**config.mk**
```make
export PLATFORM = sky130hd
export DESIGN_NAME = reg_bank_slave
export DESIGN_NICKNAME = d
export VERILOG_FILES = /design/src/bus_pkg.sv /design/src/reg_bank_slave.sv
export SDC_FILE = /design/constraint.sdc
export NUM_CORES = 1
export LEC_CHECK = 0
export BUFFER_PORTS_ARGS = -buffer_cell sky130_fd_sc_hd__buf_2
export CAP_MARGIN = 30
export CORE_MARGIN = 5
export CORE_UTILIZATION = 35
export DETAILED_ROUTE_END_ITERATION = 6
export PLACE_DENSITY = 0.48
export SLEW_MARGIN = 30
export SYNTH_ARGS = -nofsm -noshare
export SYNTH_HDL_FRONTEND = slang
export SYNTH_SLANG_ARGS = --single-unit
```
**constraint.sdc**
```tcl
create_clock -name clk -period 2.2 [get_ports clk]
set_input_delay 0.22 -clock clk [delete_from_list [all_inputs] [get_ports clk]]
set_output_delay 0.22 -clock clk [all_outputs]
set_load 0.02 [all_outputs]
```
**src/bus_pkg.sv**
```systemverilog
`default_nettype none

package bus_pkg;

  //////////////////////////////////////////////////////////////////////
  // sizes
  //////////////////////////////////////////////////////////////////////

  localparam int ADDR_W = 8;
  localparam int DATA_W = 16;
  // upper address bits pick the slave
  localparam int SLV_W = 2;
  // lower address bits pick the word
  localparam int OFS_W = 6;
  // ids 1..3 mapped, id 0 answers with err
  localparam int NUM_SLAVES = 3;
  localparam int NUM_WORDS = 2 ** OFS_W;

  //////////////////////////////////////////////////////////////////////
  // bus words
  //////////////////////////////////////////////////////////////////////

  // address seen whole by masters, split by decoder and slaves
  typedef union packed {
    logic [ADDR_W-1:0] raw;
    struct packed {
      logic [SLV_W-1:0] slv;
      logic [OFS_W-1:0] ofs;
    } f;
  } bus_addr_u;

  // wishbone classic request, master to slave
  typedef struct packed {
    logic cyc;
    logic stb;
    logic we;
    bus_addr_u adr;
    logic [DATA_W-1:0] dat;
  } wb_req_t;

  // wishbone classic response, slave to master
  typedef struct packed {
    logic ack;
    logic err;
    logic [DATA_W-1:0] dat;
  } wb_rsp_t;

  // mux selects from the controller
  // slave = target id of the granted transfer
  typedef struct packed {
    logic granted;
    logic [SLV_W-1:0] slave;
    logic master;
  } bus_state_t;

  typedef enum logic [1:0] {
    IDLE,
    GRANT,
    BUSY,
    RELEASE
  } arb_state_t;

endpackage : bus_pkg

`default_nettype wire
```
**src/reg_bank_slave.sv**
```systemverilog
`timescale 1ns/1ps
`default_nettype none

module reg_bank_slave (
  input  logic              clk,
  input  logic              rstN,
  // select from the decoder, already qualified by cyc and stb
  input  logic              stb,
  input  bus_pkg::wb_req_t  bus_req,
  output bus_pkg::wb_rsp_t  rsp
);

  logic [bus_pkg::DATA_W-1:0] mem [bus_pkg::NUM_WORDS];
  logic [bus_pkg::DATA_W-1:0] rdat;
  logic [bus_pkg::OFS_W-1:0] ofs;
  logic ack_q;
  logic hit;

  assign ofs = bus_req.adr.f.ofs;

  // no second ack while the first is still out
  assign hit = stb & ~ack_q;

  // storage and ack, contents cleared on reset
  always_ff @(posedge clk or negedge rstN) begin
    if (!rstN) begin
      ack_q <= 1'b0;
      for (int i = 0; i < bus_pkg::NUM_WORDS; i++) begin
        mem[i] <= '0;
      end
    end else begin
      ack_q <= hit;
      // write lands on the ack edge
      if (hit && bus_req.we) begin
        mem[ofs] <= bus_req.dat;
      end
    end
  end

  // read data captured with the ack
  always_ff @(posedge clk) begin
    if (hit && !bus_req.we) begin
      rdat <= mem[ofs];
    end
  end

  assign rsp.ack = ack_q;
  // register bank never errors
  assign rsp.err = 1'b0;
  assign rsp.dat = rdat;

endmodule : reg_bank_slave

`default_nettype wire

```
==> impl_metrics.ini <==
[timing]
hold_ws_ns = 0.0774
fin_ws_ns = -0.102
final.setup_skew_ns = 0.0346
hold_violations = 0
worst-slew-pin-transition_ns = 0.988
layout_worst_path_cycle_share_pct = 105
final.setup.tns_ns = -0.145
rsz0062_at_grt = true
min_period_ns = 2.30
final_setup_violation_count = 3
timing.fmax_mhz = 434
timing.max_slew.rel_slack_pct = 34.2
final-max-slew-violation-count = 0

[critical_path]
worstPathMaxFanout = 2
critPathCaptureType = flip-flop
worstRegToRegCells = 5
crit_chain = mux4_2 -> a22oi_2 -> o31ai_4 -> a2111oi_2 -> nand4_1
critical_path_required_ns = 2.59
cp.arrival_ns = 2.69
critical_register_to_register_path_endpoint = rdat[12]
r2r-start = mem[748]
timing.critical_path.slowest_stage_cell = mux4_2
cp_slowest_stage_delay_ns = 0.47
startpoint_type_of_the_worst_setup_path = flip-flop
worstSetupPathType = reg -> reg
worst-r2r-setup-slack_ns = -0.10

[floorplanning]
num_rows = 136
design.core.area_um2 = 137000
die_extent_in_y_um = 381
die_w_um = 381
floorplan.initialDensity_pct = 35.1
io_pins = 48
die-area_um2 = 145000

[run]
drv.max_cap_violation_count = 0

[final_layout]
syn2layout_area_growth_pct = 22.5
final_core_utilization_pct = 43.0
final_layout_size_suffix_gt1_share_pct = 49.3
net_count_of_the_finished_layout = 3907
stdcell_count = 5770
design_area_um2 = 59000

[detailed_routing]
post_drt_wl_per_cell_um = 30.8
drt_wl_total_um = 178000
drt_iter0_drc = 3000
drtAntennaViolNets = 0
remaining_drc_errors = 1
dr_total_vias = 32991
drt_pre_antenna_iters = 7
post_drt_via_cell_ratio = 5.72

[synth]
post_synth_instance_area_um2 = 48200
total_of_flip_flops_plus_latches_after_synthesis = 1041
synth.avg_cell_area_um2 = 13.7
yosys_warnings = 0
synth-main-ff-cell = dfrtp_1
synth_top_area_share_pct = 53.3
synth_edf_count = 16
synth_async_sr_flop_share_pct = 98.5
mappedNetlistNets = 3554
synthesis.instances = 3524
cell_accounting_for_the_most_synthesized_area = dfrtp_1
netlist-cell-type-count = 75
synth_area_leaders = dfrtp_1 53%, mux2_2 24%, a221oi_1 2.5%
ys_seq_area_share_pct = 54.3

[min_path]
holdCritStartpoint = bus_req[1]
min_path_cells = 2
worstHoldEndpoint = mem[401]
worstHoldPathType = in -> reg

[run_status]
failed_checks = design-rule violations, negative setup slack
run_status = finished, violations left

[clock_network]
tritoncts = built
clock_sinks = 1041
numCtsBuffers = 117
worst_skew_pair.late_latency_ns = 0.75
cts_max_path_buffers = 3
cts_root_buf = clkbuf_16
path_clk_slew_ns = 0.06
cts_htree_levels = 3

[placed_design]
place.detailed.instances = 5547
placement.setup.worst_slack_ns = -0.982
place_congestion = 0.887
place.detailed.hpwl_um = 120000
numPortBuffers = 42
placed_cell_area_um2 = 54900

[global_routing]
maximum_number_of_pins_on_one_net_before_global_route_repair = 75
number_of_antenna_violations_at_the_first_check_in_global_routing = 10
gr-total-overflow = 0
global_route.usage.total_pct = 24.3
grt_pass1_vias = 33852
grt_first_pass_wirelength_um = 258000

[power]
power_leakage_nw = 27.6
pwr_density_nw_per_um2 = 774
fin_total_pwr_mw = 45.7
vdd.ir_drop.worst_uv = 589
cell type report:
class	count	area (um2)
Clock buffer	181	3530
Clock inverter	34	347
Multi-Input combinational cell	2115	20600
Inverter	3	15.0
Antenna cell	3	7.51
Fill cell	12630	78100
Sequential cell	1041	26100
Timing Repair Buffer	599	6110
Tap cell	1794	2240
registers in the layout (all words and copies together) (netlist names):
name	cells
mem	1024
rdat	16
ack_q	1
logic make-up after synthesis:
family,Yosys count,share of synthesized area [%]
mux,1171,28.5
flops,1041,54.3
compound gates,547,8.63
simple gates,396,5.06
buf+inv,368,3.56
other cells,1,0.00779
report_power, final:
| part | switching [mW] | internal [mW] | leakage (nW) |
|---|---|---|---|
| clock | 8.34 | 11.6 | 1.92 |
| combinational | 2.63 | 2.10 | 11.5 |
| sequential | 0.643 | 20.4 | 14.2 |
worst max-delay path: cells and delay by family, from the launching register on:
family	cells	cell delay [ns]
mux	1	0.47
simple gates	1	0.33
compound gates	3	0.75
flops	1	0.38
layout by cell type, fill, tap and decap left out, types with 22 or more instances in the layout:
master,count
mux4_2,48
nand2_1,77
a22oi_1,117
nand3b_1,50
clkbuf_1,32
a221oi_1,134
mux2_2,1010
dfrtp_1,1025
buf_4,418
buf_12,133
nor2_2,37
clkbuf_16,121
mux2_1,69
nor3_1,26
o22ai_1,23
o221ai_1,24
a21oi_1,51
clkbuf_8,29
nor2_1,25
o21ai_0,41
mux2i_1,34
buf_2,38
clkinv_2,22
cells in the mapped netlist (20+ instances only):
library cell	instances
mux2i_1	34
nor3_1	27
and3_1	20
nor3b_1	21
nor2_1	34
buf_2	110
buf_4	30
mux2_1	69
buf_1	44
a21oi_1	55
a22oi_1	119
o221ai_1	25
mux4_2	48
clkbuf_1	170
o21ai_0	44
dfrtp_1	1025
a221oi_1	139
nand3b_1	50
o22ai_1	27
nand2_1	78
mux2_2	1010
nor2_2	31
how the worst max path moves through the flow:
| stage | startpoint | to | cells after the start |
|---|---|---|---|
| floorplan | bus_req[17] | rdat[1] | 8 |
| global placement | bus_req[16] | rdat[4] | 9 |
| detailed placement | bus_req[18] | rdat[4] | 9 |
| CTS | mem[652] | rdat[12] | 5 |
| global route | mem[748] | rdat[12] | 5 |
| finish | mem[748] | rdat[12] | 5 |
metal layers:
layer / vias to the layer above / track usage (%) / share of wire (%)
li1: 13978 / - / -
met1: 17880 / 35.5 / 47
met5: - / 0 / 0
met3: 198 / 4.08 / 6.1
met2: 935 / 37.5 / 45
met4: 0 / 6.33 / 2.5
repair_timing:
| action | in CTS | in global routing |
|---|---|---|
| setup buffers | 1 | 0 |
| setup endpoints to repair | 298 | 129 |
| pin swaps | 14 | 4 |
| hold endpoints to repair | 598 | 0 |
| gates resized for setup | 26 | 16 |
| hold buffers | 5 | 0 |
Note: power is estimated with default switching activity, not from simulation.
