$ cat config.mk
export PLATFORM = sky130hd
export DESIGN_NAME = slave_decoder
export DESIGN_NICKNAME = d
export VERILOG_FILES = /design/src/bus_pkg.sv /design/src/slave_decoder.sv
export SDC_FILE = /design/constraint.sdc
export NUM_CORES = 1
export LEC_CHECK = 0
export BUFFER_PORTS_ARGS = -buffer_cell sky130_fd_sc_hd__buf_2
export CORE_MARGIN = 1
export CORE_UTILIZATION = 23
export DETAILED_ROUTE_END_ITERATION = 10
export GPL_ROUTABILITY_DRIVEN = 1
export HOLD_SLACK_MARGIN = 0.05
export PLACE_DENSITY = 0.79
export SLEW_MARGIN = 20
export SYNTH_ARGS = -nofsm -noshare
export SYNTH_HDL_FRONTEND = slang
export SYNTH_SLANG_ARGS = --single-unit
export TNS_END_PERCENT = 20
$ cat constraint.sdc
create_clock -name clk -period 1.3 [get_ports clk]
set_clock_uncertainty 0.1 [all_clocks]
set_input_delay 0.065 -clock clk [delete_from_list [all_inputs] [get_ports clk]]
set_output_delay 0.065 -clock clk [all_outputs]
set_load 0.1 [all_outputs]
$ cat src/bus_pkg.sv
`default_nettype none

package bus_pkg;

  //////////////////////////////////////////////////////////////////////
  // sizes
  //////////////////////////////////////////////////////////////////////

  localparam int ADDR_W = 8;
  localparam int DATA_W = 16;
  // upper address bits pick the slave
  localparam int SLV_W = 2;
  // lower address bits pick the word
  localparam int OFS_W = 6;
  // ids 1..3 mapped, id 0 answers with err
  localparam int NUM_SLAVES = 3;
  localparam int NUM_WORDS = 2 ** OFS_W;

  //////////////////////////////////////////////////////////////////////
  // bus words
  //////////////////////////////////////////////////////////////////////

  // address seen whole by masters, split by decoder and slaves
  typedef union packed {
    logic [ADDR_W-1:0] raw;
    struct packed {
      logic [SLV_W-1:0] slv;
      logic [OFS_W-1:0] ofs;
    } f;
  } bus_addr_u;

  // wishbone classic request, master to slave
  typedef struct packed {
    logic cyc;
    logic stb;
    logic we;
    bus_addr_u adr;
    logic [DATA_W-1:0] dat;
  } wb_req_t;

  // wishbone classic response, slave to master
  typedef struct packed {
    logic ack;
    logic err;
    logic [DATA_W-1:0] dat;
  } wb_rsp_t;

  // mux selects from the controller
  // slave = target id of the granted transfer
  typedef struct packed {
    logic granted;
    logic [SLV_W-1:0] slave;
    logic master;
  } bus_state_t;

  typedef enum logic [1:0] {
    IDLE,
    GRANT,
    BUSY,
    RELEASE
  } arb_state_t;

endpackage : bus_pkg

`default_nettype wire
$ cat src/slave_decoder.sv
`timescale 1ns/1ps
`default_nettype none

module slave_decoder (
  input  logic                              clk,
  input  logic                              rstN,
  input  bus_pkg::wb_req_t                  bus_req,
  // bit 0 strobes slave id 1
  output logic [bus_pkg::NUM_SLAVES-1:0]    s_stb,
  input  bus_pkg::wb_rsp_t                  s_rsp1,
  input  bus_pkg::wb_rsp_t                  s_rsp2,
  input  bus_pkg::wb_rsp_t                  s_rsp3,
  output bus_pkg::wb_rsp_t                  bus_rsp
);

  logic active;
  logic unmapped;
  logic err_q;
  logic [bus_pkg::SLV_W-1:0] slv;

  assign active = bus_req.cyc & bus_req.stb;
  assign slv = bus_req.adr.f.slv;

  //////////////////////////////////////////////////////////////////////
  // address decode
  //////////////////////////////////////////////////////////////////////

  assign s_stb[0] = active & (slv == 2'd1);
  assign s_stb[1] = active & (slv == 2'd2);
  assign s_stb[2] = active & (slv == 2'd3);

  // id 0 has no slave behind it
  assign unmapped = active & (slv == 2'd0);

  // err one cycle after strobe, single pulse while stb is held
  always_ff @(posedge clk or negedge rstN) begin
    if (!rstN) begin
      err_q <= 1'b0;
    end else begin
      err_q <= unmapped & ~err_q;
    end
  end

  //////////////////////////////////////////////////////////////////////
  // response merge
  //////////////////////////////////////////////////////////////////////

  always_comb begin
    bus_rsp.ack = s_rsp1.ack | s_rsp2.ack | s_rsp3.ack;
    bus_rsp.err = err_q | s_rsp1.err | s_rsp2.err | s_rsp3.err;
    // read data from the addressed slave
    unique case (slv)
      2'd1: bus_rsp.dat = s_rsp1.dat;
      2'd2: bus_rsp.dat = s_rsp2.dat;
      2'd3: bus_rsp.dat = s_rsp3.dat;
      default: bus_rsp.dat = '0;
    endcase
  end

endmodule : slave_decoder

`default_nettype wire

==> impl_metrics.json, run 1 <==
{
  "final_net_count": 216,
  "finalWeightedCongestion": 0.709,
  "rsz0062_at_grt": "no",
  "arrival_ns": 1.10,
  "fmax_mhz": 789,
  "grt_overflow": 0,
  "synth_cell_types": 17,
  "totalPowerFinal_mw": 0.860,
  "critPathMaxStageDelay_ns": 0.33,
  "status": "complete, no violations",
  "utilization_pct": 64.8,
  "largest_reg_flops": 1,
  "grt_pass1_wl_um": 2830,
  "period_minus_slack_ns": 1.27,
  "clk_pin_slew_ns": 0,
  "syn_area_per_cell_sq_um": 9.68,
  "ys_seq_area_share_pct": 5.28,
  "max_slew.worst_pin.slew_ns": 0.483,
  "syn_inst": 49,
  "routed_via_density": 4.56,
  "leakage_nw": 0.657,
  "drive_gt1_share_pct": 81.7,
  "die_y_um": 47.4,
  "start_util_pct": 24.4,
  "hold_class": "primary input to register",
  "io_pins": 104,
  "wl_um": 1920,
  "grt_pass1_vias": 689,
  "die_width_um": 47.4,
  "place.port_buffers": 80,
  "ys_ff_latch": 1,
  "areaGrowthSynthToFinish_pct": 165,
  "criticalPathCategory": "primary input to output pin",
  "grt_max_degree": 15,
  "largest_registers": "err_q: 1 flops",
  "antenna_found_initial": 0,
  "slew_viol_final": 0,
  "diodes": 0,
  "top_register": "err_q",
  "std_cell_rows": 16,
  "drtAntennaViolNets": 0,
  "vias": 720,
  "peakVddDrop_uv": 410,
  "hpwl_um": 1680,
  "crit_top_cell": "buf_12",
  "hold_viol_final": 0,
  "fin_crit_sh_pct": 97.5,
  "p_per_area_mw_per_mm2": 683,
  "drt_iter0_drc": 2,
  "slew_headroom_pct": 68.0,
  "grt.total_usage_pct": 17.7,
  "path_max_fanout": 8,
  "clkLatencyLatePin_ns": 0,
  "core_sq_mm": 0.00194,
  "setup_viol": 0,
  "cpMaxStageDelayCell": "mux2_2",
  "endpoint_kind": "output pin",
  "max_cap_viol_count": 0,
  "die_area_sq_mm": 0.00225,
  "cp-start-kind": "primary input",
  "drtPass1Iterations": 4,
  "yosysWarnings": 0,
  "syn_nets": 132,
  "crit_path_cell_trace": "clkbuf_4, buf_12, mux2_2, a22o_1, buf_12",
  "netlist_area_sq_um": 474,
  "wire_per_inst_um": 12.1,
  "worstPathRequired_ns": 1.13,
  "drc_errors": 0
}
## final timing paths
kind                               endpoint  depth (start not counted)  slack (ns)   startpoint
min in group asynchronous             err_q                          2        0.31         rstN
worst min register to register        err_q                          2        0.41        err_q
worst max-delay path            bus_rsp[11]                          5        0.03  bus_req[22]
worst min-delay path                  err_q                          3        0.29  bus_req[25]
worst max register to register        err_q                          2        0.40        err_q
max in group asynchronous             err_q                          2        0.71         rstN
## cell families after synthesis
| kind of cell | count (synthesis) | synth area share, % |
|---|---|---|
| DFF | 1 | 5.28 |
| and+or+nand+nor | 9 | 10.0 |
| buffers and inverters | 7 | 11.6 |
| muxes | 16 | 43.5 |
| AOI/OAI and AO/OA | 16 | 29.6 |
## where the power goes
part           total [mW]  internal (mW)  switching, mW
Combinational       0.827          0.341          0.486
Clock                   0              0              0
Sequential         0.0329         0.0325       0.000419
## layer usage
layer	vias to the layer above	track usage [%]	part of all wire, %
met1	312	17.5	32
met2	44	38.1	58
met3	4	1.15	7.2
li1	360	-	-
met5	-	0	0
met4	0	4.57	2.0
## Yosys cell counts
cell	count	area, sq um
a22o_1	16	140
nand2_1	1	3.75
nor4_1	1	6.26
inv_1	1	3.75
buf_2	3	15.0
mux2_4	7	105
clkbuf_2	1	5.00
buf_6	1	11.3
dfrtp_1	1	25.0
nor3_1	1	5.00
or4_1	1	7.51
buf_12	1	20.0
nand3_1	1	5.00
nor2_1	2	7.51
mux2_2	9	101
nor2b_1	1	6.26
or3_1	1	6.26
## critical path: cells and delay by family
family                 cells  cell delay, ns
muxes                      1            0.33
AOI/OAI and AO/OA          1            0.26
buffers and inverters      3            0.44
## metrics by stage
step	hold slack [ns]	setup WS (ns)	setup TNS [ns]	area [sq um]	std cells
after floorplan	-0.331	-0.245	-2.19	494	49
after detailed placement	-0.259	-0.0461	-0.0461	1240	157
after global routing	0.335	0.0109	0	1260	158
after global placement	-0.259	-0.0384	-0.0384	1240	157
final	0.292	0.0326	0	1260	158
after CTS	0.279	0.00812	0	1250	158
## area by class of cell
type | count | area, sq um
flip-flops and latches | 1 | 25.0
fillers | 168 | 683
repair buffers | 88 | 782
multi-input cells | 41 | 414
well taps | 27 | 33.8
inverters | 1 | 3.75
## cell usage in the layout (no fill, tap or decap)
| cell type | n |
|---|---|
| clkbuf_4 | 1 |
| mux2_2 | 9 |
| buf_4 | 5 |
| buf_12 | 21 |
| dfrtp_1 | 1 |
| nor2_2 | 2 |
| dlygate4sd3_1 | 1 |
| nor4_1 | 1 |
| nand2_1 | 1 |
| or3_1 | 1 |
| nor2b_1 | 1 |
| or4_4 | 1 |
| nand3_1 | 1 |
| a22o_1 | 16 |
| buf_2 | 59 |
| mux2_4 | 7 |
| buf_6 | 1 |
| nor3_4 | 1 |
| inv_1 | 1 |
## timing repair
action	CTS	global route
endpoints found under the hold margin	1	0
setup buffers	0	0
setup endpoints to repair	1	2
hold buffers	1	0
resized for setup	1	2
Power figures use the tool's default switching activity.
==> run 2, diff against run 1 <==
==> constraint.sdc (replaced) <==
create_clock -name clk -period 1.3 [get_ports clk]
set_clock_uncertainty 0.1 [all_clocks]
set_input_delay 0.13 -clock clk [delete_from_list [all_inputs] [get_ports clk]]
set_output_delay 0.13 -clock clk [all_outputs]
set_load 0.1 [all_outputs]
==> run 2 against run 1 <==
Effect of this change: sequential cell count unchanged; global-route usage rose by 0.92 points; combinational power grew 3.9%; via count grew 5.0%; total power increased by 3.8%; largest power group unchanged; die area unchanged; sequential share of layout area down 0.14 points; critical path depth stayed put; register-to-register slack lost 0.05 ns; critical path type unchanged; design area rose by 7.6%.
==> impl_metrics.json, run 2 (synthesis results as in run 1) <==
{
  "largest_registers": "err_q: 1 flops",
  "wl_met1_um": 599,
  "endpoint_kind": "output pin",
  "cp-start-kind": "primary input",
  "drive_gt1_share_pct": 84.4,
  "layout_commonest_cell": "buf_2",
  "reg2reg_depth": 2,
  "dp.cells": 160,
  "diodes": 0,
  "vias": 756,
  "dp_slack_ns": -0.165,
  "wl_um": 2080,
  "hold_viol_final": 0,
  "hpwl_um": 1830,
  "drc_errors": 0,
  "mostFrequentLayoutCells": "buf_2 (59), buf_12 (21), a22o_1 (14), mux2_2 (8), mux2_4 (8)",
  "drt_iter0_drc": 10,
  "grt_pass1_wl_um": 3060,
  "clkLatencyLatePin_ns": 0,
  "routed_via_density": 4.67,
  "grt_overflow": 0,
  "max_cap_viol_count": 0,
  "period_minus_slack_ns": 1.30,
  "die_area_sq_mm": 0.00225,
  "top_layer_used": "met4",
  "fmax_mhz": 772,
  "die_width_um": 47.4,
  "r2r_start": "err_q",
  "wl_met3_um": 126,
  "slew_viol_final": 0,
  "status": "complete, no violations",
  "reg2reg_setup_slack_ns": 0.35,
  "final-instance-count-excl-fill": 162,
  "drtAntennaViolNets": 0,
  "grt_max_degree": 14,
  "p_per_area_mw_per_mm2": 659,
  "criticalPathCategory": "primary input to output pin",
  "peakVddDrop_uv": 432,
  "die_y_um": 47.4,
  "areaGrowthSynthToFinish_pct": 185,
  "setup_viol": 0,
  "final_net_count": 220,
  "grt.total_usage_pct": 18.6,
  "largest_reg_flops": 1,
  "slew_headroom_pct": 68.0,
  "top_register": "err_q",
  "grt_pass1_vias": 795,
  "wl_met2_um": 1330,
  "reg2reg_to": "err_q",
  "finalWorstSetupSlack_ns": 0.00403,
  "fillers": 162,
  "worstPathRequired_ns": 1.07,
  "fin_crit_sh_pct": 99.7,
  "io_pins": 104,
  "place.port_buffers": 80,
  "finalWeightedCongestion": 0.668,
  "start_util_pct": 24.4,
  "clk_pin_slew_ns": 0,
  "wire_per_inst_um": 12.8,
  "utilization_pct": 69.7,
  "drtPass1Iterations": 4,
  "antenna_found_initial": 0,
  "max_slew.worst_pin.slew_ns": 0.483,
  "leakage_nw": 0.701,
  "cts_setup_buffers": 0,
  "std_cell_rows": 16,
  "core_sq_mm": 0.00194,
  "rsz0062_at_grt": "yes",
  "arrival_ns": 1.07,
  "path_max_fanout": 5,
  "hold_class": "primary input to async pin"
}
==> run 2: changes by cell type in the layout (fill, tap and decap cells not counted), sizes merged <==
cell	previous run	this run
buf	86	90
==> run 2: power by group <==
group | internal, mW | switching [mW]
clock network | 0 | 0
registers | 0.0325 | 0.000454
logic | 0.365 | 0.495
==> run 2: area by class of cell <==
cell class	count	area (sq um)	share of cell area (%)
tap	27	33.8	2.50
timing repair buffer	92	848	62.7
inverter	1	3.75	0.277
sequential	1	25.0	1.85
multi-input combinational	41	443	32.7
==> run 2: metal layers <==
layer / vias to the layer above / global-route usage (%)
li1: 367 / -
met1: 341 / 16.7
met2: 44 / 41.6
met3: 4 / 1.92
met4: 0 / 4.57
met5: - / 0
==> run 2: repair_timing <==
| item | 4_1_cts | 5_1_grt |
|---|---|---|
| gates resized for setup | 13 | 4 |
| hold buffers | 1 | 0 |
| hold endpoints to repair | 1 | 0 |
| gates cloned | 0 | 1 |
| pin swaps | 2 | 3 |
| endpoints found under the setup margin | 19 | 10 |
==> run 2: worst max-delay path by stage <==
stage	from	end	slack, ns	cells past startpoint
final	bus_req[22]	bus_rsp[10]	0.004	5
after global routing	bus_req[22]	bus_rsp[10]	-0.02	5
after CTS	bus_req[22]	bus_rsp[8]	-0.01	5
after detailed placement	bus_req[22]	bus_rsp[3]	-0.16	5
after global placement	bus_req[22]	bus_rsp[10]	-0.15	5
after floorplan	bus_req[22]	bus_rsp[3]	-0.29	4
==> run 2: metrics by stage <==
| stage | power, mW | setup TNS [ns] | hold WS, ns | cell area (sq um) |
|---|---|---|---|---|
| 4_1_cts | 0.884 | -0.0327 | 0.343 | 1310 |
| 3_3_place_gp | 0.848 | -1.94 | -0.195 | 1250 |
| 6_report | 0.892 | 0 | 0.339 | 1350 |
| 2_1_floorplan | 0.539 | -3.62 | -0.266 | 517 |
| 5_1_grt | 0.924 | -0.0328 | 0.360 | 1350 |
| 3_5_place_dp | 0.862 | -2.32 | -0.192 | 1250 |
==> run 2: critical path, cell delays in order <==
cell,delay [ns]
buf_12,0.11
buf_8,0.12
mux2_4,0.30
a22o_4,0.24
buf_12,0.16
