File: src/bus_pkg.sv
`default_nettype none

package bus_pkg;

  //////////////////////////////////////////////////////////////////////
  // sizes
  //////////////////////////////////////////////////////////////////////

  localparam int ADDR_W = 8;
  localparam int DATA_W = 16;
  // upper address bits pick the slave
  localparam int SLV_W = 2;
  // lower address bits pick the word
  localparam int OFS_W = 6;
  // ids 1..3 mapped, id 0 answers with err
  localparam int NUM_SLAVES = 3;
  localparam int NUM_WORDS = 2 ** OFS_W;

  //////////////////////////////////////////////////////////////////////
  // bus words
  //////////////////////////////////////////////////////////////////////

  // address seen whole by masters, split by decoder and slaves
  typedef union packed {
    logic [ADDR_W-1:0] raw;
    struct packed {
      logic [SLV_W-1:0] slv;
      logic [OFS_W-1:0] ofs;
    } f;
  } bus_addr_u;

  // wishbone classic request, master to slave
  typedef struct packed {
    logic cyc;
    logic stb;
    logic we;
    bus_addr_u adr;
    logic [DATA_W-1:0] dat;
  } wb_req_t;

  // wishbone classic response, slave to master
  typedef struct packed {
    logic ack;
    logic err;
    logic [DATA_W-1:0] dat;
  } wb_rsp_t;

  // mux selects from the controller
  // slave = target id of the granted transfer
  typedef struct packed {
    logic granted;
    logic [SLV_W-1:0] slave;
    logic master;
  } bus_state_t;

  typedef enum logic [1:0] {
    IDLE,
    GRANT,
    BUSY,
    RELEASE
  } arb_state_t;

endpackage : bus_pkg

`default_nettype wire
File: src/master_mux.sv
`timescale 1ns/1ps
`default_nettype none

module master_mux (
  input  bus_pkg::bus_state_t  bus_state,
  input  bus_pkg::wb_req_t     m0_req,
  input  bus_pkg::wb_req_t     m1_req,
  input  bus_pkg::wb_rsp_t     bus_rsp,
  output bus_pkg::wb_req_t     bus_req,
  output bus_pkg::wb_rsp_t     m0_rsp,
  output bus_pkg::wb_rsp_t     m1_rsp
);

  logic sel0;
  logic sel1;

  // one-hot view of the owner
  assign sel0 = bus_state.granted & ~bus_state.master;
  assign sel1 = bus_state.granted & bus_state.master;

  //////////////////////////////////////////////////////////////////////
  // request path, owner onto shared bus
  //////////////////////////////////////////////////////////////////////

  always_comb begin
    bus_req = '0;
    if (sel0) begin
      bus_req = m0_req;
    end else if (sel1) begin
      bus_req = m1_req;
    end
  end

  //////////////////////////////////////////////////////////////////////
  // response path, owner only
  //////////////////////////////////////////////////////////////////////

  // idle master sees all zeros
  assign m0_rsp = sel0 ? bus_rsp : '0;
  assign m1_rsp = sel1 ? bus_rsp : '0;

endmodule : master_mux

`default_nettype wire

File: config.mk
export PLATFORM = sky130hd
export DESIGN_NAME = master_mux
export DESIGN_NICKNAME = d
export VERILOG_FILES = /design/src/bus_pkg.sv /design/src/master_mux.sv
export SDC_FILE = /design/constraint.sdc
export NUM_CORES = 1
export LEC_CHECK = 0
export BUFFER_PORTS_ARGS = -buffer_cell sky130_fd_sc_hd__buf_4
export CAP_MARGIN = 5
export CORE_ASPECT_RATIO = 0.5
export CORE_MARGIN = 3
export CORE_UTILIZATION = 25
export DETAILED_ROUTE_END_ITERATION = 10
export PLACE_DENSITY = 0.81
export SETUP_SLACK_MARGIN = 0.05
export SLEW_MARGIN = 20
export SYNTH_ARGS = -nofsm -noshare
export SYNTH_HDL_FRONTEND = slang
export SYNTH_SLANG_ARGS = --single-unit
File: constraint.sdc
create_clock -name vclk -period 0.8
set_clock_uncertainty 0.1 [all_clocks]
set_input_delay 0.04 -clock vclk [all_inputs]
set_output_delay 0.04 -clock vclk [all_outputs]
set_load 0.05 [all_outputs]
==> flow_metrics.env, run 1 <==
export IMPL_outcome="aborted with a tool error"
export IMPL_failing_step="4_1_cts"
export IMPL_error="[ERROR DPL-0038] Utilization greater than 100%, impossible to legalize"
export IMPL_hold_buffers=0
export IMPL_ys_types=9
export IMPL_yosysWarnings=0
export IMPL_yosysSeqAreaShare_pct=0
export IMPL_rows=13
export IMPL_dp_slack_ps=-275.0
export IMPL_die_h_um=44.78
export IMPL_dpl_hpwl_um=3607
export IMPL_netlist_instances=101
export IMPL_netlist_area_um2=752.0
export IMPL_syn_num_nets=177
export IMPL_post_cts_resized=159
export IMPL_io_pins=139
export IMPL_avgSynthCellArea_um2=7.445
export IMPL_port_buffers=137
export IMPL_cts_setup_buffers=0
export IMPL_dieWidth_um=83.56
export IMPL_initial_core_util_pct=27.52
export IMPL_place_congestion=0.7353
logic make-up after synthesis:
group / Yosys count / synth area share, %
simple gates: 64 / 54.24
mux: 27 / 35.94
buf+inv: 10 / 9.817
stage by stage:
stage,cells,util [%],instance area [um^2],hold WS (ps)
after floorplan,101,-,1097,152.3
after global placement,278,81.23,2220,360.9
after detailed placement,278,81.23,2220,365.5
synth_stat cells:
cell type | instances | area [um^2]
buf_2 | 2 | 10.01
nor2b_1 | 27 | 168.9
buf_4 | 1 | 7.510
buf_6 | 4 | 45.04
mux2i_1 | 27 | 270.3
and2_1 | 18 | 112.6
clkbuf_1 | 3 | 11.26
nor2b_4 | 1 | 13.76
and3_1 | 18 | 112.6
==> run 2, diff against run 1 <==
--- a/config.mk
+++ b/config.mk
@@ -7,12 +7,10 @@
 export LEC_CHECK = 0
 export BUFFER_PORTS_ARGS = -buffer_cell sky130_fd_sc_hd__buf_4
 export CAP_MARGIN = 5
-export CORE_ASPECT_RATIO = 0.5
-export CORE_MARGIN = 3
-export CORE_UTILIZATION = 25
+export CORE_AREA = 3 3 64 66
 export DETAILED_ROUTE_END_ITERATION = 10
-export PLACE_DENSITY = 0.81
-export SETUP_SLACK_MARGIN = 0.05
+export DIE_AREA = 0 0 67 69
+export PLACE_DENSITY_LB_ADDON = 0.15
 export SLEW_MARGIN = 20
 export SYNTH_ARGS = -nofsm -noshare
 export SYNTH_HDL_FRONTEND = slang
==> constraint.sdc (replaced) <==
create_clock -name vclk -period 1
set_clock_uncertainty 0.1 [all_clocks]
set_input_delay 0.05 -clock vclk [all_inputs]
set_output_delay 0.05 -clock vclk [all_outputs]
set_load 0.05 [all_outputs]
==> run 2 against run 1 <==
Synthesized cell count stayed put. Area after synthesis unchanged. The run now ends clean.
==> flow_metrics.env, run 2 <==
export IMPL_synth_top_family_by_area="simple AND/OR/NAND/NOR gates"
export IMPL_hp_class="input pin to primary output"
export IMPL_slew_violations=0
export IMPL_netlist_instances=101
export IMPL_synth_top_cell_area_share_pct=35.94
export IMPL_crit_type="input pin to primary output"
export IMPL_period_needed_ps=974.1
export IMPL_nClkBuffers=0
export IMPL_dieArea_mm2=0.004623
export IMPL_firstDrtPassIters=2
export IMPL_end_kind="primary output"
export IMPL_synth_simple_area_share_pct=54.24
export IMPL_setup_viol=0
export IMPL_worst_pin_slew_ps=240.6
export IMPL_dieWidth_um=67
export IMPL_grt_usage_pct=14.79
export IMPL_yosysTopAreaCell="mux2i_1"
export IMPL_timing_final_hold_violations=0
export IMPL_leakage_uw=0.001247
export IMPL_internal_power_uw=657.0
export IMPL_seqPwrFrac_pct=0
export IMPL_p_sw_share_pct=54.03
export IMPL_fin_util_pct=64.19
export IMPL_nets=316
export IMPL_initial_core_util_pct=20.70
export IMPL_rows=22
export IMPL_drt_iter0_drc=27
export IMPL_yosysSeqAreaShare_pct=0
export IMPL_cap_violations=0
export IMPL_multiInputGateArea_mm2=0.001047
export IMPL_avgSynthCellArea_um2=7.445
export IMPL_fin_hold_ws_ps=367.9
export IMPL_synth_compound_area_share_pct=0
export IMPL_fmax_mhz=1027
export IMPL_layout_commonest_cell="buf_4"
export IMPL_power_share_clock_pct=0
export IMPL_die_h_um=69
export IMPL_yosysWarnings=0
export IMPL_vias=1216
export IMPL_p_per_area_mw_per_mm2=612.8
export IMPL_synthAdderAreaFrac_pct=0
export IMPL_ir_drop_mv=0.3367
export IMPL_vias_per_cell=4.252
export IMPL_n_fill_cell=342
export IMPL_fin_area_mm2=0.002332
export IMPL_io_pins=139
export IMPL_overflow=0
export IMPL_power_switching_uw=772.2
export IMPL_drive_gt1_share_pct=90.34
export IMPL_drc=0
export IMPL_share_comb_of_total_power_pct=100.0
export IMPL_worst_ep_required_time_ps=850
export IMPL_grt_max_degree=24
export IMPL_core_mm2=0.003633
export IMPL_netlist_top_cells_area="mux2i_1 36%, nor2b_1 22%, and2_1 15%"
export IMPL_area_sequential_um2=0
export IMPL_ys_types=9
export IMPL_fin_crit_sh_pct=97.41
export IMPL_syn_to_final_growth_pct=210.2
export IMPL_grt_pass1_wl_um=5651
export IMPL_wl_um=3766
export IMPL_synth_xor_xnor_area_share_pct=0
export IMPL_seq_cell_count=0
export IMPL_slew_headroom_pct=83.50
export IMPL_outcome="completed"
export IMPL_syn_num_nets=177
export IMPL_grt_pass1_vias=1201
export IMPL_postRouteAntennaNets=0
export IMPL_final_cell_mix="133 x buf_4, 22 x nor2b_4, 11 x mux2i_4"
export IMPL_synthMuxAreaShare_pct=35.94
export IMPL_crit_arrival_ps=820
export IMPL_dpl_hpwl_um=3036
export IMPL_drt_wirelength_per_cell_um=13.17
export IMPL_antenna_found_initial=0
export IMPL_synth_common_cells="27 x mux2i_1, 27 x nor2b_1, 18 x and2_1, 18 x and3_1, 4 x buf_6"
export IMPL_port_buffers=137
export IMPL_netlist_area_um2=752.0
export IMPL_antennaDiodeCount=0
export IMPL_crit_fanout=8
export IMPL_rsz0062_at_grt="false"
export IMPL_place_congestion=0.7183
export IMPL_place_area_mm2=0.002082
export IMPL_setup_worst_path_start_class="input pin"
## run 2: cell counts after synthesis
No cell type changed its count.
## run 2: kinds of logic after synthesis
group,Yosys count
buf+inv,10
mux,27
simple gates,64
## run 2: layer usage
layer	share of wire [%]	GRT usage [%]	vias up	wire length, um
met2	55	28.93	75	2056
met1	32	16.37	525	1221
met3	12	3.257	2	467
met5	0	0	-	0
li1	-	-	614	-
met4	0.53	0.6757	0	20
## run 2: power by group through the flow
stage                     Clock, uW  Combinational [uW]  Sequential (uW)
after floorplan                   0                 798                0
after global placement            0                1280                0
after detailed placement          0                1280                0
after CTS                         0                1410                0
after global routing              0                1500                0
final                             0                1430                0
## run 2: cell type report
cell class,count,area share (%)
tap,48,2.575
multi-input combinational,91,44.90
timing repair buffer,147,52.52
## run 2: timing repair
action | in CTS | in global routing
setup endpoints to repair | 26 | 19
setup buffers | 0 | 0
hold buffers | 0 | 0
gates resized for setup | 39 | 5
gates cloned | 0 | 1
## run 2: final timing paths
kind / from / endpoint / depth (start not counted)
max: bus_state[0] / bus_req[7] / 5
min: bus_rsp[5] / m0_rsp[5] / 3
## run 2: metrics by stage
step | std cells | setup WS, ps | TNS, ps | total power [uW]
floorplan | 101 | -55.76 | -55.76 | 798.3
global placement | 285 | -83.88 | -1531 | 1275
detailed placement | 285 | -121.9 | -1700 | 1284
CTS | 285 | 0.1191 | 0 | 1410
global route | 286 | 8.400 | 0 | 1498
finish | 286 | 25.90 | 0 | 1429
## run 2: critical path: stages
cell     delay (ps)
buf_12          120
buf_16          160
mux2i_4         200
nor2b_4         130
buf_6           160
Power figures use the tool's default switching activity.
==> run 3, diff against run 2 <==
--- a/config.mk
+++ b/config.mk
@@ -10,7 +10,7 @@
 export CORE_AREA = 3 3 64 66
 export DETAILED_ROUTE_END_ITERATION = 10
 export DIE_AREA = 0 0 67 69
-export PLACE_DENSITY_LB_ADDON = 0.15
+export PLACE_DENSITY = 0.66
 export SLEW_MARGIN = 20
 export SYNTH_ARGS = -nofsm -noshare
 export SYNTH_HDL_FRONTEND = slang
==> run 3 against run 2 <==
Final area grew 10%. Critical path depth did not move. Die area unchanged. Global-route usage up 1.9 points. Critical path type unchanged. Combinational power increased by 8%. Largest cell class unchanged. Fmax decreased by 1.5%. First-iteration DRC count increased by 85%. Sequential cell count unchanged. Wire length is 18% higher.
==> flow_metrics.env, run 3 (synthesis results as in run 2) <==
export IMPL_outcome="completed"
export IMPL_dieArea_mm2=0.004623
export IMPL_p_per_area_mw_per_mm2=603.9
export IMPL_grt_max_degree=24
export IMPL_syn_to_final_growth_pct=241.4
export IMPL_min_path_cells=3
export IMPL_crit_arrival_ps=840
export IMPL_hold_path_end="m0_rsp[0]"
export IMPL_die_h_um=69
export IMPL_worst_ep_required_time_ps=850
export IMPL_fin_area_mm2=0.002567
export IMPL_ir_drop_mv=0.2745
export IMPL_grt_pass1_vias=1169
export IMPL_antennaDiodeCount=0
export IMPL_hp_class="input pin to primary output"
export IMPL_fmax_mhz=1011
export IMPL_hold_buffers=0
export IMPL_place_congestion=0.6968
export IMPL_cpPeakStageDelay_ps=200
export IMPL_grt_usage_pct=16.70
export IMPL_hold_start="bus_rsp[0]"
export IMPL_n_fill_cell=282
export IMPL_period_needed_ps=988.8
export IMPL_port_buffers=137
export IMPL_vias=1251
export IMPL_cap_violations=0
export IMPL_dpl_cell_count=282
export IMPL_setup_worst_path_start_class="input pin"
export IMPL_worst_pin_slew_ps=298.0
export IMPL_nClkBuffers=0
export IMPL_rsz0062_at_grt="true"
export IMPL_dpl_hpwl_um=3315
export IMPL_layout_commonest_cell="buf_4"
export IMPL_slew_headroom_pct=80.09
export IMPL_area_sequential_um2=0
export IMPL_crit_slowest_cell="buf_4"
export IMPL_drive_gt1_share_pct=91.25
export IMPL_leakage_uw=0.001294
export IMPL_fin_crit_sh_pct=98.88
export IMPL_crit_type="input pin to primary output"
export IMPL_dieWidth_um=67
export IMPL_nets=318
export IMPL_drt_wirelength_per_cell_um=15.48
export IMPL_rows=22
export IMPL_crit_chain="buf_12, buf_12, mux2i_4, nor2b_4, buf_4"
export IMPL_firstDrtPassIters=2
export IMPL_end_kind="primary output"
export IMPL_antenna_found_initial=0
export IMPL_slew_violations=0
export IMPL_drt_iter0_drc=50
export IMPL_setup_viol=0
export IMPL_final_cells=288
export IMPL_crit_fanout=7
export IMPL_core_mm2=0.003633
export IMPL_wl_um=4458
export IMPL_path_common_cell="buf_12"
export IMPL_vias_per_cell=4.344
export IMPL_overflow=0
export IMPL_place_area_mm2=0.002047
export IMPL_initial_core_util_pct=20.70
export IMPL_postRouteAntennaNets=0
export IMPL_grt_pass1_wl_um=6147
export IMPL_final_cell_mix="100 x buf_4, 42 x buf_6, 22 x nor2b_4"
export IMPL_io_pins=139
export IMPL_drc=0
export IMPL_seq_cell_count=0
export IMPL_timing_final_hold_violations=0
[run 3: worst max-delay path: cells and delay by family]
family                 cells  cell delay, ps
buffers and inverters      3             480
muxes                      1             190
and+or+nand+nor            1             110
[run 3: final cells by class]
cell class	count	area (um^2)	area share, %
timing repair buffer	149	1374	53.51
tap	48	60.06	2.339
multi-input combinational	91	1134	44.15
[run 3: stage by stage]
step | hold WS (ps) | utilization [%] | power (uW) | TNS, ps | setup slack [ps]
2_1_floorplan | 249.3 | - | 798.3 | -55.76 | -55.76
3_3_place_gp | 373.9 | 56.34 | 1265 | -1687 | -59.92
3_5_place_dp | 372.0 | 56.34 | 1271 | -1608 | -74.09
4_1_cts | 371.8 | 64.50 | 1442 | -10.08 | -7.688
5_1_grt | 363.6 | 70.66 | 1621 | -408.5 | -38.08
6_report | 354.8 | 70.66 | 1550 | 0 | 11.15
[run 3: metal layers]
| metal | part of all wire (%) | GRT usage (%) | routed length [um] |
|---|---|---|---|
| met1 | 33 | 18.79 | 1464 |
| met4 | 0.20 | 0.4505 | 9 |
| met5 | 0 | 0 | 0 |
| met3 | 11 | 4.072 | 490 |
| met2 | 56 | 32.21 | 2494 |
[run 3: worst max-delay path by stage]
stage / from / cells after the start / end
after global placement: bus_state[0] / 4 / m0_rsp[14]
after global routing: bus_state[0] / 4 / m0_rsp[15]
after detailed placement: bus_state[0] / 5 / bus_req[7]
final: bus_state[0] / 5 / bus_req[17]
after CTS: bus_state[0] / 5 / bus_req[19]
after floorplan: bus_state[0] / 4 / bus_req[24]
[run 3: what timing repair did]
item	in CTS	in global routing
gates resized for setup	42	49
setup buffers	4	0
setup endpoints to repair	41	41
cloned	2	0
[run 3: where the power goes]
part	internal [uW]	switching (uW)
clock	0	0
sequential	0	0
combinational	733	817
