$ cat src/bus_pkg.sv
`default_nettype none

package bus_pkg;

  //////////////////////////////////////////////////////////////////////
  // sizes
  //////////////////////////////////////////////////////////////////////

  localparam int ADDR_W = 8;
  localparam int DATA_W = 16;
  // upper address bits pick the slave
  localparam int SLV_W = 2;
  // lower address bits pick the word
  localparam int OFS_W = 6;
  // ids 1..3 mapped, id 0 answers with err
  localparam int NUM_SLAVES = 3;
  localparam int NUM_WORDS = 2 ** OFS_W;

  //////////////////////////////////////////////////////////////////////
  // bus words
  //////////////////////////////////////////////////////////////////////

  // address seen whole by masters, split by decoder and slaves
  typedef union packed {
    logic [ADDR_W-1:0] raw;
    struct packed {
      logic [SLV_W-1:0] slv;
      logic [OFS_W-1:0] ofs;
    } f;
  } bus_addr_u;

  // wishbone classic request, master to slave
  typedef struct packed {
    logic cyc;
    logic stb;
    logic we;
    bus_addr_u adr;
    logic [DATA_W-1:0] dat;
  } wb_req_t;

  // wishbone classic response, slave to master
  typedef struct packed {
    logic ack;
    logic err;
    logic [DATA_W-1:0] dat;
  } wb_rsp_t;

  // mux selects from the controller
  // slave = target id of the granted transfer
  typedef struct packed {
    logic granted;
    logic [SLV_W-1:0] slave;
    logic master;
  } bus_state_t;

  typedef enum logic [1:0] {
    IDLE,
    GRANT,
    BUSY,
    RELEASE
  } arb_state_t;

endpackage : bus_pkg

`default_nettype wire
$ cat src/bus_arbiter_ctrl.sv
`timescale 1ns/1ps
`default_nettype none

module bus_arbiter_ctrl (
  input  logic                 clk,
  input  logic                 rstN,
  // both masters, watched for cyc/stb
  input  bus_pkg::wb_req_t     m0_req,
  input  bus_pkg::wb_req_t     m1_req,
  // shared response, marks end of transfer
  input  bus_pkg::wb_rsp_t     bus_rsp,
  // registered select word for the muxes
  output bus_pkg::bus_state_t  bus_state
);

  bus_pkg::arb_state_t state;
  bus_pkg::arb_state_t next_state;

  logic req0;
  logic req1;
  logic any_req;
  logic pick;
  logic last_served;
  logic done;

  //////////////////////////////////////////////////////////////////////
  // request sampling and round robin pick
  //////////////////////////////////////////////////////////////////////

  assign req0 = m0_req.cyc & m0_req.stb;
  assign req1 = m1_req.cyc & m1_req.stb;
  assign any_req = req0 | req1;

  // both asking: whoever was not served last
  // one asking: that one
  assign pick = (req0 && req1) ? ~last_served : req1;

  // transfer over on either ack or err
  assign done = bus_rsp.ack | bus_rsp.err;

  //////////////////////////////////////////////////////////////////////
  // next state
  //////////////////////////////////////////////////////////////////////

  always_comb begin
    next_state = state;
    unique case (state)
      bus_pkg::IDLE: begin
        if (any_req) begin
          next_state = bus_pkg::GRANT;
        end
      end
      // slave sees strobe during this cycle
      bus_pkg::GRANT: begin
        next_state = bus_pkg::BUSY;
      end
      // wait for the slave or decoder to answer
      bus_pkg::BUSY: begin
        if (done) begin
          next_state = bus_pkg::RELEASE;
        end
      end
      // one dead cycle so the served master drops stb
      bus_pkg::RELEASE: begin
        next_state = bus_pkg::IDLE;
      end
      default: begin
        next_state = bus_pkg::IDLE;
      end
    endcase
  end

  always_ff @(posedge clk or negedge rstN) begin
    if (!rstN) begin
      state <= bus_pkg::IDLE;
    end else begin
      state <= next_state;
    end
  end

  //////////////////////////////////////////////////////////////////////
  // select word and last served
  //////////////////////////////////////////////////////////////////////

  always_ff @(posedge clk or negedge rstN) begin
    if (!rstN) begin
      bus_state <= '0;
      // master 0 wins the first tie
      last_served <= 1'b1;
    end else begin
      if (state == bus_pkg::IDLE && any_req) begin
        bus_state.granted <= 1'b1;
        bus_state.master <= pick;
        last_served <= pick;
      end else if (state == bus_pkg::BUSY && done) begin
        // free the bus on the answering edge
        bus_state <= '0;
      end
    end
  end

endmodule : bus_arbiter_ctrl

`default_nettype wire

$ cat config.mk
export PLATFORM = sky130hd
export DESIGN_NAME = bus_arbiter_ctrl
export DESIGN_NICKNAME = d
export VERILOG_FILES = /design/src/bus_pkg.sv /design/src/bus_arbiter_ctrl.sv
export SDC_FILE = /design/constraint.sdc
export NUM_CORES = 1
export LEC_CHECK = 0
export BUFFER_PORTS_ARGS = -buffer_cell sky130_fd_sc_hd__buf_2
export CORE_MARGIN = 5
export CORE_UTILIZATION = 20
export CTS_BUF_LIST = sky130_fd_sc_hd__clkbuf_16
export CTS_CLUSTER_SIZE = 14
export DETAILED_ROUTE_END_ITERATION = 16
export HOLD_SLACK_MARGIN = 0.06
export PLACE_DENSITY = 0.75
export SYNTH_ARGS = -nofsm -noshare
export SYNTH_HDL_FRONTEND = slang
export SYNTH_SLANG_ARGS = --single-unit
$ cat constraint.sdc
create_clock -name clk -period 1.5 [get_ports clk]
set_input_delay 0 -clock clk [delete_from_list [all_inputs] [get_ports clk]]
set_output_delay 0 -clock clk [all_outputs]
set_load 0.1 [all_outputs]
==> qor_table.md, run 1 <==
| Parameter | Reported | Unit |
| --- | --- | --- |
| Flop pwr share | 0.209 | - |
| Synthesized area | 297 | um^2 |
| Largest incremental delay on the critical path | 0.36 | ns |
| Final setup skew | 0.000219 | ns |
| Power per standard cell area | 2740 | mW/mm^2 |
| Worst hold slack | 0.108 | ns |
| P_int | 0.727 | mW |
| Clock latency on the worst-skew pair | 0.23 | ns |
| Clock power frac | 0.357 | - |
| Critical path endpoint category | flop | - |
| Outcome | finished clean | - |
| Terminus of the critical flop-to-flop path | state[1]$_DFFE_PN0P_ | - |
| Switching share of power | 0.393 | - |
| Part of the Yosys area used for sequential elements | 0.426 | - |
| Type of element launching the critical path | flop | - |
| Family of cells with the greatest summed delay on the critical path | flip-flops | - |
| Wire length of the first global-routing pass | 986 | um |
| Critical path peak fanout | 4 | - |
| Via count of the first global-routing pass | 250 | - |
| Number of buffer and inverter stages on the critical path | 1 | - |
| Via count normalized by instance count | 4.32 | - |
| Final sum of negative setup slack | 0 | ns |
| Classification of the worst-slack hold path | in -> async | - |
| WS Path Type | reg -> reg | - |
| Clock sink count | 5 | - |
| Highest-delay cell along the critical path | sky130_fd_sc_hd__dfrtp_1 | - |
| CP Data Arrival Time | 1.42 | ns |
| H-tree Lvls | 1 | - |
| Setup repair after global routing missed its margin | false | - |
| Finished layout cell area | 438 | um^2 |
| Synthesized netlist cell count | 28 | - |
| Fill cell instance count of the final layout | 143 | - |
| R2r worst-path depth | 4 | - |
| Area after DPL | 349 | um^2 |
| Sequential cell area | 126 | um^2 |
| Antenna diodes | 0 | - |
| Leakage dissipation | 0.230 | nW |
| List of cells traversed by the critical path | inv_1, ha_1, a22oi_2, mux2_4 | - |
| Launch point of the worst reg-to-reg path | state[1]$_DFFE_PN0P_ | - |
| Multi-input combinational cell area | 151 | um^2 |
| Initial detailed-routing violation count | 6 | - |
| Avg Inst Size Synth | 10.6 | um^2 |
| Grt ovf | 0 | - |
| Clock-pin transition on the worst setup and hold timing paths | 0.03 | ns |
| Largest net degree at the start of global routing | 6 | - |
| Number of synthesis warnings | 0 | - |
| R2r setup slk | 0.19 | ns |
| Largest family of logic cells by synthesized area | compound AO/OA/AOI/OAI gates | - |
| Placer's final routability congestion estimate | 0.673 | - |
| Root buffer cell | sky130_fd_sc_hd__clkbuf_16 | - |
| Max-cap check violation count | 0 | - |
| TritonCTS clock tree | done | - |
| Post-synthesis simple-gate area fraction | 0.101 | - |
| Most frequent standard cell in the layout excluding fill and tap cells | sky130_fd_sc_hd__buf_2 | - |
| Area of the die | 0.00235 | mm^2 |
| Detail Placement HPWL | 478 | um |
| Routed WL per cell | 10.6 | um |
| Number of CTS-inserted buffers | 3 | - |
| IO Port Bufs | 9 | - |
| CTS Buffer Depth | 2 | - |
| F_max | 0.762 | GHz |
| IO Count | 78 | - |
| All-Layer GR Usage | 0.0578 | - |
| Layout overhead on the synthesized area | 47.7 | % |
| Die Span X | 48.5 | um |
| NetSw | 0.472 | mW |
| Minimum clock period after layout | 1.31 | ns |
| Initial DRT Pass Iterations | 2 | - |
| Multiplexer share of the synthesized area | 0.0506 | - |
| Count of distinct cell types in the synthesized netlist | 17 | - |
| Fraction of final layout cells sized beyond drive strength 1 | 0.415 | - |
| #FFs+latches synth | 5 | - |
| Effective utilization at floorplan | 0.220 | - |
| Count of instances resized after the clock tree is built | 0 | - |
| Number of rows created at floorplan | 13 | - |
| Placeable core area | 0.00135 | mm^2 |
| IR Drop Worst-Case VDD | 0.000990 | V |
| Number of nets in the layout | 119 | - |
| Max-slew violations | 0 | - |
| Part of the total power dissipated in combinational logic | 0.434 | - |
| Setup violation total in the final timing report | 0 | - |
| Antenna violations before repair | 0 | - |
| Post-DRT Antenna Nets | 0 | - |
| Vias after detailed routing | 242 | - |
| Share of the synthesized netlist area taken by xor and xnor gates | 0 | - |
| Most frequent cells in the layout | sky130_fd_sc_hd__buf_2 (9), sky130_fd_sc_hd__dfrtp_1 (4) | - |
| Number of post-CTS setup repair buffers | 0 | - |
| Compound-Gate Fraction of Synth Area | 0.207 | - |
| Number of hold violations in the final report | 0 | - |
| Crit path required time | 1.61 | ns |
| Residual DRC | 0 | - |
| Post-Synth Adder-Cell Area | 0.127 | - |
| Final period utilization | 0.874 | - |
| Die Ht | 48.5 | um |
| WL final | 596 | um |
==> sequential cells by signal, summed over array words and instances (netlist names) <==
| signal | count |
|---|---|
| state | 2 |
| last_served | 1 |
| bus_state | 2 |
==> routing by layer <==
metal | track usage | vias to the layer above | part of all wire
met3 | 0.0275 | 5 | 0.13
met5 | 0 | - | 0
li1 | - | 119 | -
met2 | 0.0674 | 12 | 0.37
met1 | 0.0628 | 106 | 0.44
met4 | 0.0807 | 0 | 0.057
==> synthesized netlist by cell type <==
| library cell | number | area (um^2) |
|---|---|---|
| sky130_fd_sc_hd__nand2_1 | 3 | 11.3 |
| sky130_fd_sc_hd__conb_1 | 1 | 3.75 |
| sky130_fd_sc_hd__ha_1 | 3 | 37.5 |
| sky130_fd_sc_hd__nand2b_1 | 1 | 6.26 |
| sky130_fd_sc_hd__a2bb2oi_1 | 1 | 8.76 |
| sky130_fd_sc_hd__a31o_2 | 1 | 8.76 |
| sky130_fd_sc_hd__dfrtp_1 | 4 | 100 |
| sky130_fd_sc_hd__a21o_1 | 1 | 7.51 |
| sky130_fd_sc_hd__a31oi_1 | 1 | 6.26 |
| sky130_fd_sc_hd__inv_1 | 2 | 7.51 |
| sky130_fd_sc_hd__a22oi_2 | 2 | 25.0 |
| sky130_fd_sc_hd__nor2_1 | 2 | 7.51 |
| sky130_fd_sc_hd__o21ai_0 | 1 | 5.00 |
| sky130_fd_sc_hd__dfstp_2 | 1 | 26.3 |
| sky130_fd_sc_hd__buf_4 | 2 | 15.0 |
| sky130_fd_sc_hd__nand3_1 | 1 | 5.00 |
| sky130_fd_sc_hd__mux2_4 | 1 | 15.0 |
==> power groups by stage <==
stage          clock (mW)  combinational [mW]  sequential [mW]
3_5_place_dp            0               0.525            0.254
4_1_cts             0.439               0.530            0.252
3_3_place_gp            0               0.511            0.246
6_report            0.429               0.521            0.250
5_1_grt             0.449               0.560            0.262
2_1_floorplan           0               0.257            0.428
==> area by class of cell <==
type / instances / area share
multi-input combinational: 20 / 0.346
sequential: 5 / 0.289
clock buffer: 3 / 0.171
timing repair buffer: 10 / 0.126
tap: 15 / 0.0429
inverter: 2 / 0.0171
clock inverter: 1 / 0.00857
==> per-stage QoR <==
| step | instances | setup slack [ns] | power [mW] | util |
|---|---|---|---|---|
| 3_5_place_dp | 51 | 0.170 | 0.778 | 0.259 |
| 5_1_grt | 56 | 0.110 | 1.27 | 0.324 |
| 3_3_place_gp | 51 | 0.220 | 0.756 | 0.259 |
| 6_report | 56 | 0.188 | 1.20 | 0.324 |
| 4_1_cts | 56 | 0.168 | 1.22 | 0.324 |
| 2_1_floorplan | 29 | 0.260 | 0.685 | - |
==> kinds of logic after synthesis <==
logic type / Yosys count
mux: 1
flops: 5
fa+ha+maj: 3
simple gates: 7
buf+inv: 4
other cells: 1
compound gates: 7
==> timing repair <==
item	in CTS	in global routing
hold buffers	1	0
endpoints found under the hold margin	5	0
endpoints found under the setup margin	0	0
==> worst max path at each step <==
stage               slack, ns                    to                 start  depth (start not counted)
global placement         0.22  state[1]$_DFFE_PN0P_  state[0]$_DFFE_PN0P_                          4
finish                   0.19  state[1]$_DFFE_PN0P_  state[1]$_DFFE_PN0P_                          4
detailed placement       0.17  state[1]$_DFFE_PN0P_  state[1]$_DFFE_PN0P_                          4
CTS                      0.17  state[1]$_DFFE_PN0P_  state[1]$_DFFE_PN0P_                          4
global route             0.11  state[1]$_DFFE_PN0P_  state[1]$_DFFE_PN0P_                          4
floorplan                0.26  state[1]$_DFFE_PN0P_  state[0]$_DFFE_PN0P_                          4
==> worst reg2reg max path, cell delays in order, from the launching register on <==
cell	delay, ns
sky130_fd_sc_hd__dfrtp_1	0.36
sky130_fd_sc_hd__inv_1	0.07
sky130_fd_sc_hd__ha_1	0.22
sky130_fd_sc_hd__a22oi_2	0.21
sky130_fd_sc_hd__mux2_4	0.32
Note: power is estimated with default switching activity, not from simulation.
==> run 2, diff against run 1 <==
--- a/config.mk
+++ b/config.mk
@@ -12,6 +12,7 @@
 export CTS_CLUSTER_SIZE = 14
 export DETAILED_ROUTE_END_ITERATION = 16
 export HOLD_SLACK_MARGIN = 0.06
+export MAX_ROUTING_LAYER = met4
 export PLACE_DENSITY = 0.75
 export SYNTH_ARGS = -nofsm -noshare
 export SYNTH_HDL_FRONTEND = slang
==> run 2 against run 1 <==
Net effect:
- flip-flop and latch count is the same
- first-iteration DRC count stayed put
- largest power group unchanged
- sequential power about the same
- worst hold slack is essentially flat
- utilization did not move
- critical path depth stayed put
- largest cell class unchanged
- die area unchanged
==> qor_table.md, run 2 (synthesis gave the netlist of run 1 again) <==
| Parameter | Reported | Unit |
| --- | --- | --- |
| Outcome | finished clean | - |
| WL final | 596 | um |
| Setup violation total in the final timing report | 0 | - |
| Met3 Track Usage GR | 0.0275 | - |
| Sequential cell area | 126 | um^2 |
| F_max | 0.762 | GHz |
| Global-route met2 utilization | 0.0674 | - |
| Vias after detailed routing | 242 | - |
| CTS Buffer Depth | 2 | - |
| Clock-pin transition on the worst setup and hold timing paths | 0.03 | ns |
| Wire length of the first global-routing pass | 986 | um |
| Number of buffer and inverter stages on the critical path | 1 | - |
| IO Count | 78 | - |
| WS Path Type | reg -> reg | - |
| Largest registers | bus_state x2, state x2, last_served x1 | - |
| Number of post-CTS setup repair buffers | 0 | - |
| Classification of the worst-slack hold path | in -> async | - |
| Residual DRC | 0 | - |
| Power per standard cell area | 2740 | mW/mm^2 |
| Antenna violations before repair | 0 | - |
| IR Drop Worst-Case VDD | 0.000989 | V |
| Antenna diodes | 0 | - |
| H-tree Lvls | 1 | - |
| Detail Placement HPWL | 478 | um |
| Die Ht | 48.5 | um |
| Type of element launching the critical path | flop | - |
| Launch point of the worst reg-to-reg path | state[1]$_DFFE_PN0P_ | - |
| Terminus of the critical flop-to-flop path | state[1]$_DFFE_PN0P_ | - |
| Max-cap check violation count | 0 | - |
| Crit path required time | 1.61 | ns |
| Via count normalized by instance count | 4.32 | - |
| Count of instances resized after the clock tree is built | 0 | - |
| Number of rows created at floorplan | 13 | - |
| Final sum of negative setup slack | 0 | ns |
| Most frequent cells in the layout | sky130_fd_sc_hd__buf_2 (9), sky130_fd_sc_hd__dfrtp_1 (4) | - |
| Root buffer cell | sky130_fd_sc_hd__clkbuf_16 | - |
| Largest net degree at the start of global routing | 6 | - |
| R2r setup slk | 0.19 | ns |
| Initial detailed-routing violation count | 6 | - |
| Routed WL per cell | 10.6 | um |
| Highest-delay cell along the critical path | sky130_fd_sc_hd__dfrtp_1 | - |
| Effective utilization at floorplan | 0.220 | - |
| Critical path endpoint category | flop | - |
| Layout overhead on the synthesized area | 47.7 | % |
| Placeable core area | 0.00135 | mm^2 |
| Setup repair after global routing missed its margin | false | - |
| Number of CTS-inserted buffers | 3 | - |
| Fraction of final layout cells sized beyond drive strength 1 | 0.415 | - |
| Via count of the first global-routing pass | 251 | - |
| Final period utilization | 0.874 | - |
| Final Util | 0.324 | - |
| Multi-input combinational cell area | 151 | um^2 |
| Clock sink count | 5 | - |
| Placer's final routability congestion estimate | 0.680 | - |
| Die Span X | 48.5 | um |
| Area of the die | 0.00235 | mm^2 |
| Global route hottest layer | met4 | - |
| Largest incremental delay on the critical path | 0.36 | ns |
| Family of cells with the greatest summed delay on the critical path | flip-flops | - |
| Met1 demand-to-capacity share in global routing | 0.0628 | - |
| Final setup skew | 0.000219 | ns |
| Most frequent standard cell in the layout excluding fill and tap cells | sky130_fd_sc_hd__buf_2 | - |
| Initial DRT Pass Iterations | 2 | - |
| IO Port Bufs | 9 | - |
| Post-DRT Antenna Nets | 0 | - |
| List of cells traversed by the critical path | inv_1, ha_1, a22oi_2, mux2_4 | - |
| Leakage dissipation | 0.230 | nW |
| Grt ovf | 0 | - |
| Number of hold violations in the final report | 0 | - |
| All-Layer GR Usage | 0.0593 | - |
| CP Data Arrival Time | 1.42 | ns |
| TritonCTS clock tree | done | - |
| R2r worst-path depth | 4 | - |
| Critical path peak fanout | 4 | - |
| Clock latency on the worst-skew pair | 0.23 | ns |
| Minimum clock period after layout | 1.31 | ns |
| Max-slew violations | 0 | - |
| Fill cell instance count of the final layout | 143 | - |
| Number of nets in the layout | 119 | - |
## run 2: how the worst max path moves through the flow
stage | from | to | cells after the start
finish | state[1]$_DFFE_PN0P_ | state[1]$_DFFE_PN0P_ | 4
global route | state[1]$_DFFE_PN0P_ | state[1]$_DFFE_PN0P_ | 4
CTS | state[1]$_DFFE_PN0P_ | state[1]$_DFFE_PN0P_ | 4
detailed placement | state[1]$_DFFE_PN0P_ | state[1]$_DFFE_PN0P_ | 4
global placement | state[0]$_DFFE_PN0P_ | state[1]$_DFFE_PN0P_ | 4
floorplan | state[0]$_DFFE_PN0P_ | state[1]$_DFFE_PN0P_ | 4
## run 2: per-layer routing
| metal | up-vias | wire (um) |
|---|---|---|
| met3 | 5 | 77 |
| met5 | - | 0 |
| met1 | 106 | 263 |
| met4 | 0 | 34 |
| met2 | 12 | 221 |
| li1 | 119 | - |
## run 2: through the flow
step	instances	hold slack, ns	worst slack [ns]	cell area (um^2)	total power, mW
after floorplan	29	-0.296	0.260	300	0.685
after global placement	51	-0.185	0.220	349	0.756
after detailed placement	51	-0.179	0.170	349	0.778
after CTS	56	0.110	0.168	438	1.22
after global routing	56	0.130	0.110	438	1.27
final	56	0.108	0.188	438	1.20
## run 2: repair_timing
action / 4_1_cts / 5_1_grt
setup endpoints to repair: 0 / 0
hold buffers: 1 / 0
hold endpoints to repair: 5 / 0
## run 2: final cells by class
| class | count | area share |
|---|---|---|
| clock buffer | 3 | 0.171 |
| timing repair buffer | 10 | 0.126 |
| sequential | 5 | 0.289 |
| multi-input combinational | 20 | 0.346 |
| clock inverter | 1 | 0.00857 |
| inverter | 2 | 0.0171 |
| tap | 15 | 0.0429 |
## run 2: power by group
group	switching (mW)	internal, mW	total [mW]
Sequential	0.0362	0.214	0.250
Combinational	0.352	0.169	0.521
Clock	0.0838	0.345	0.429
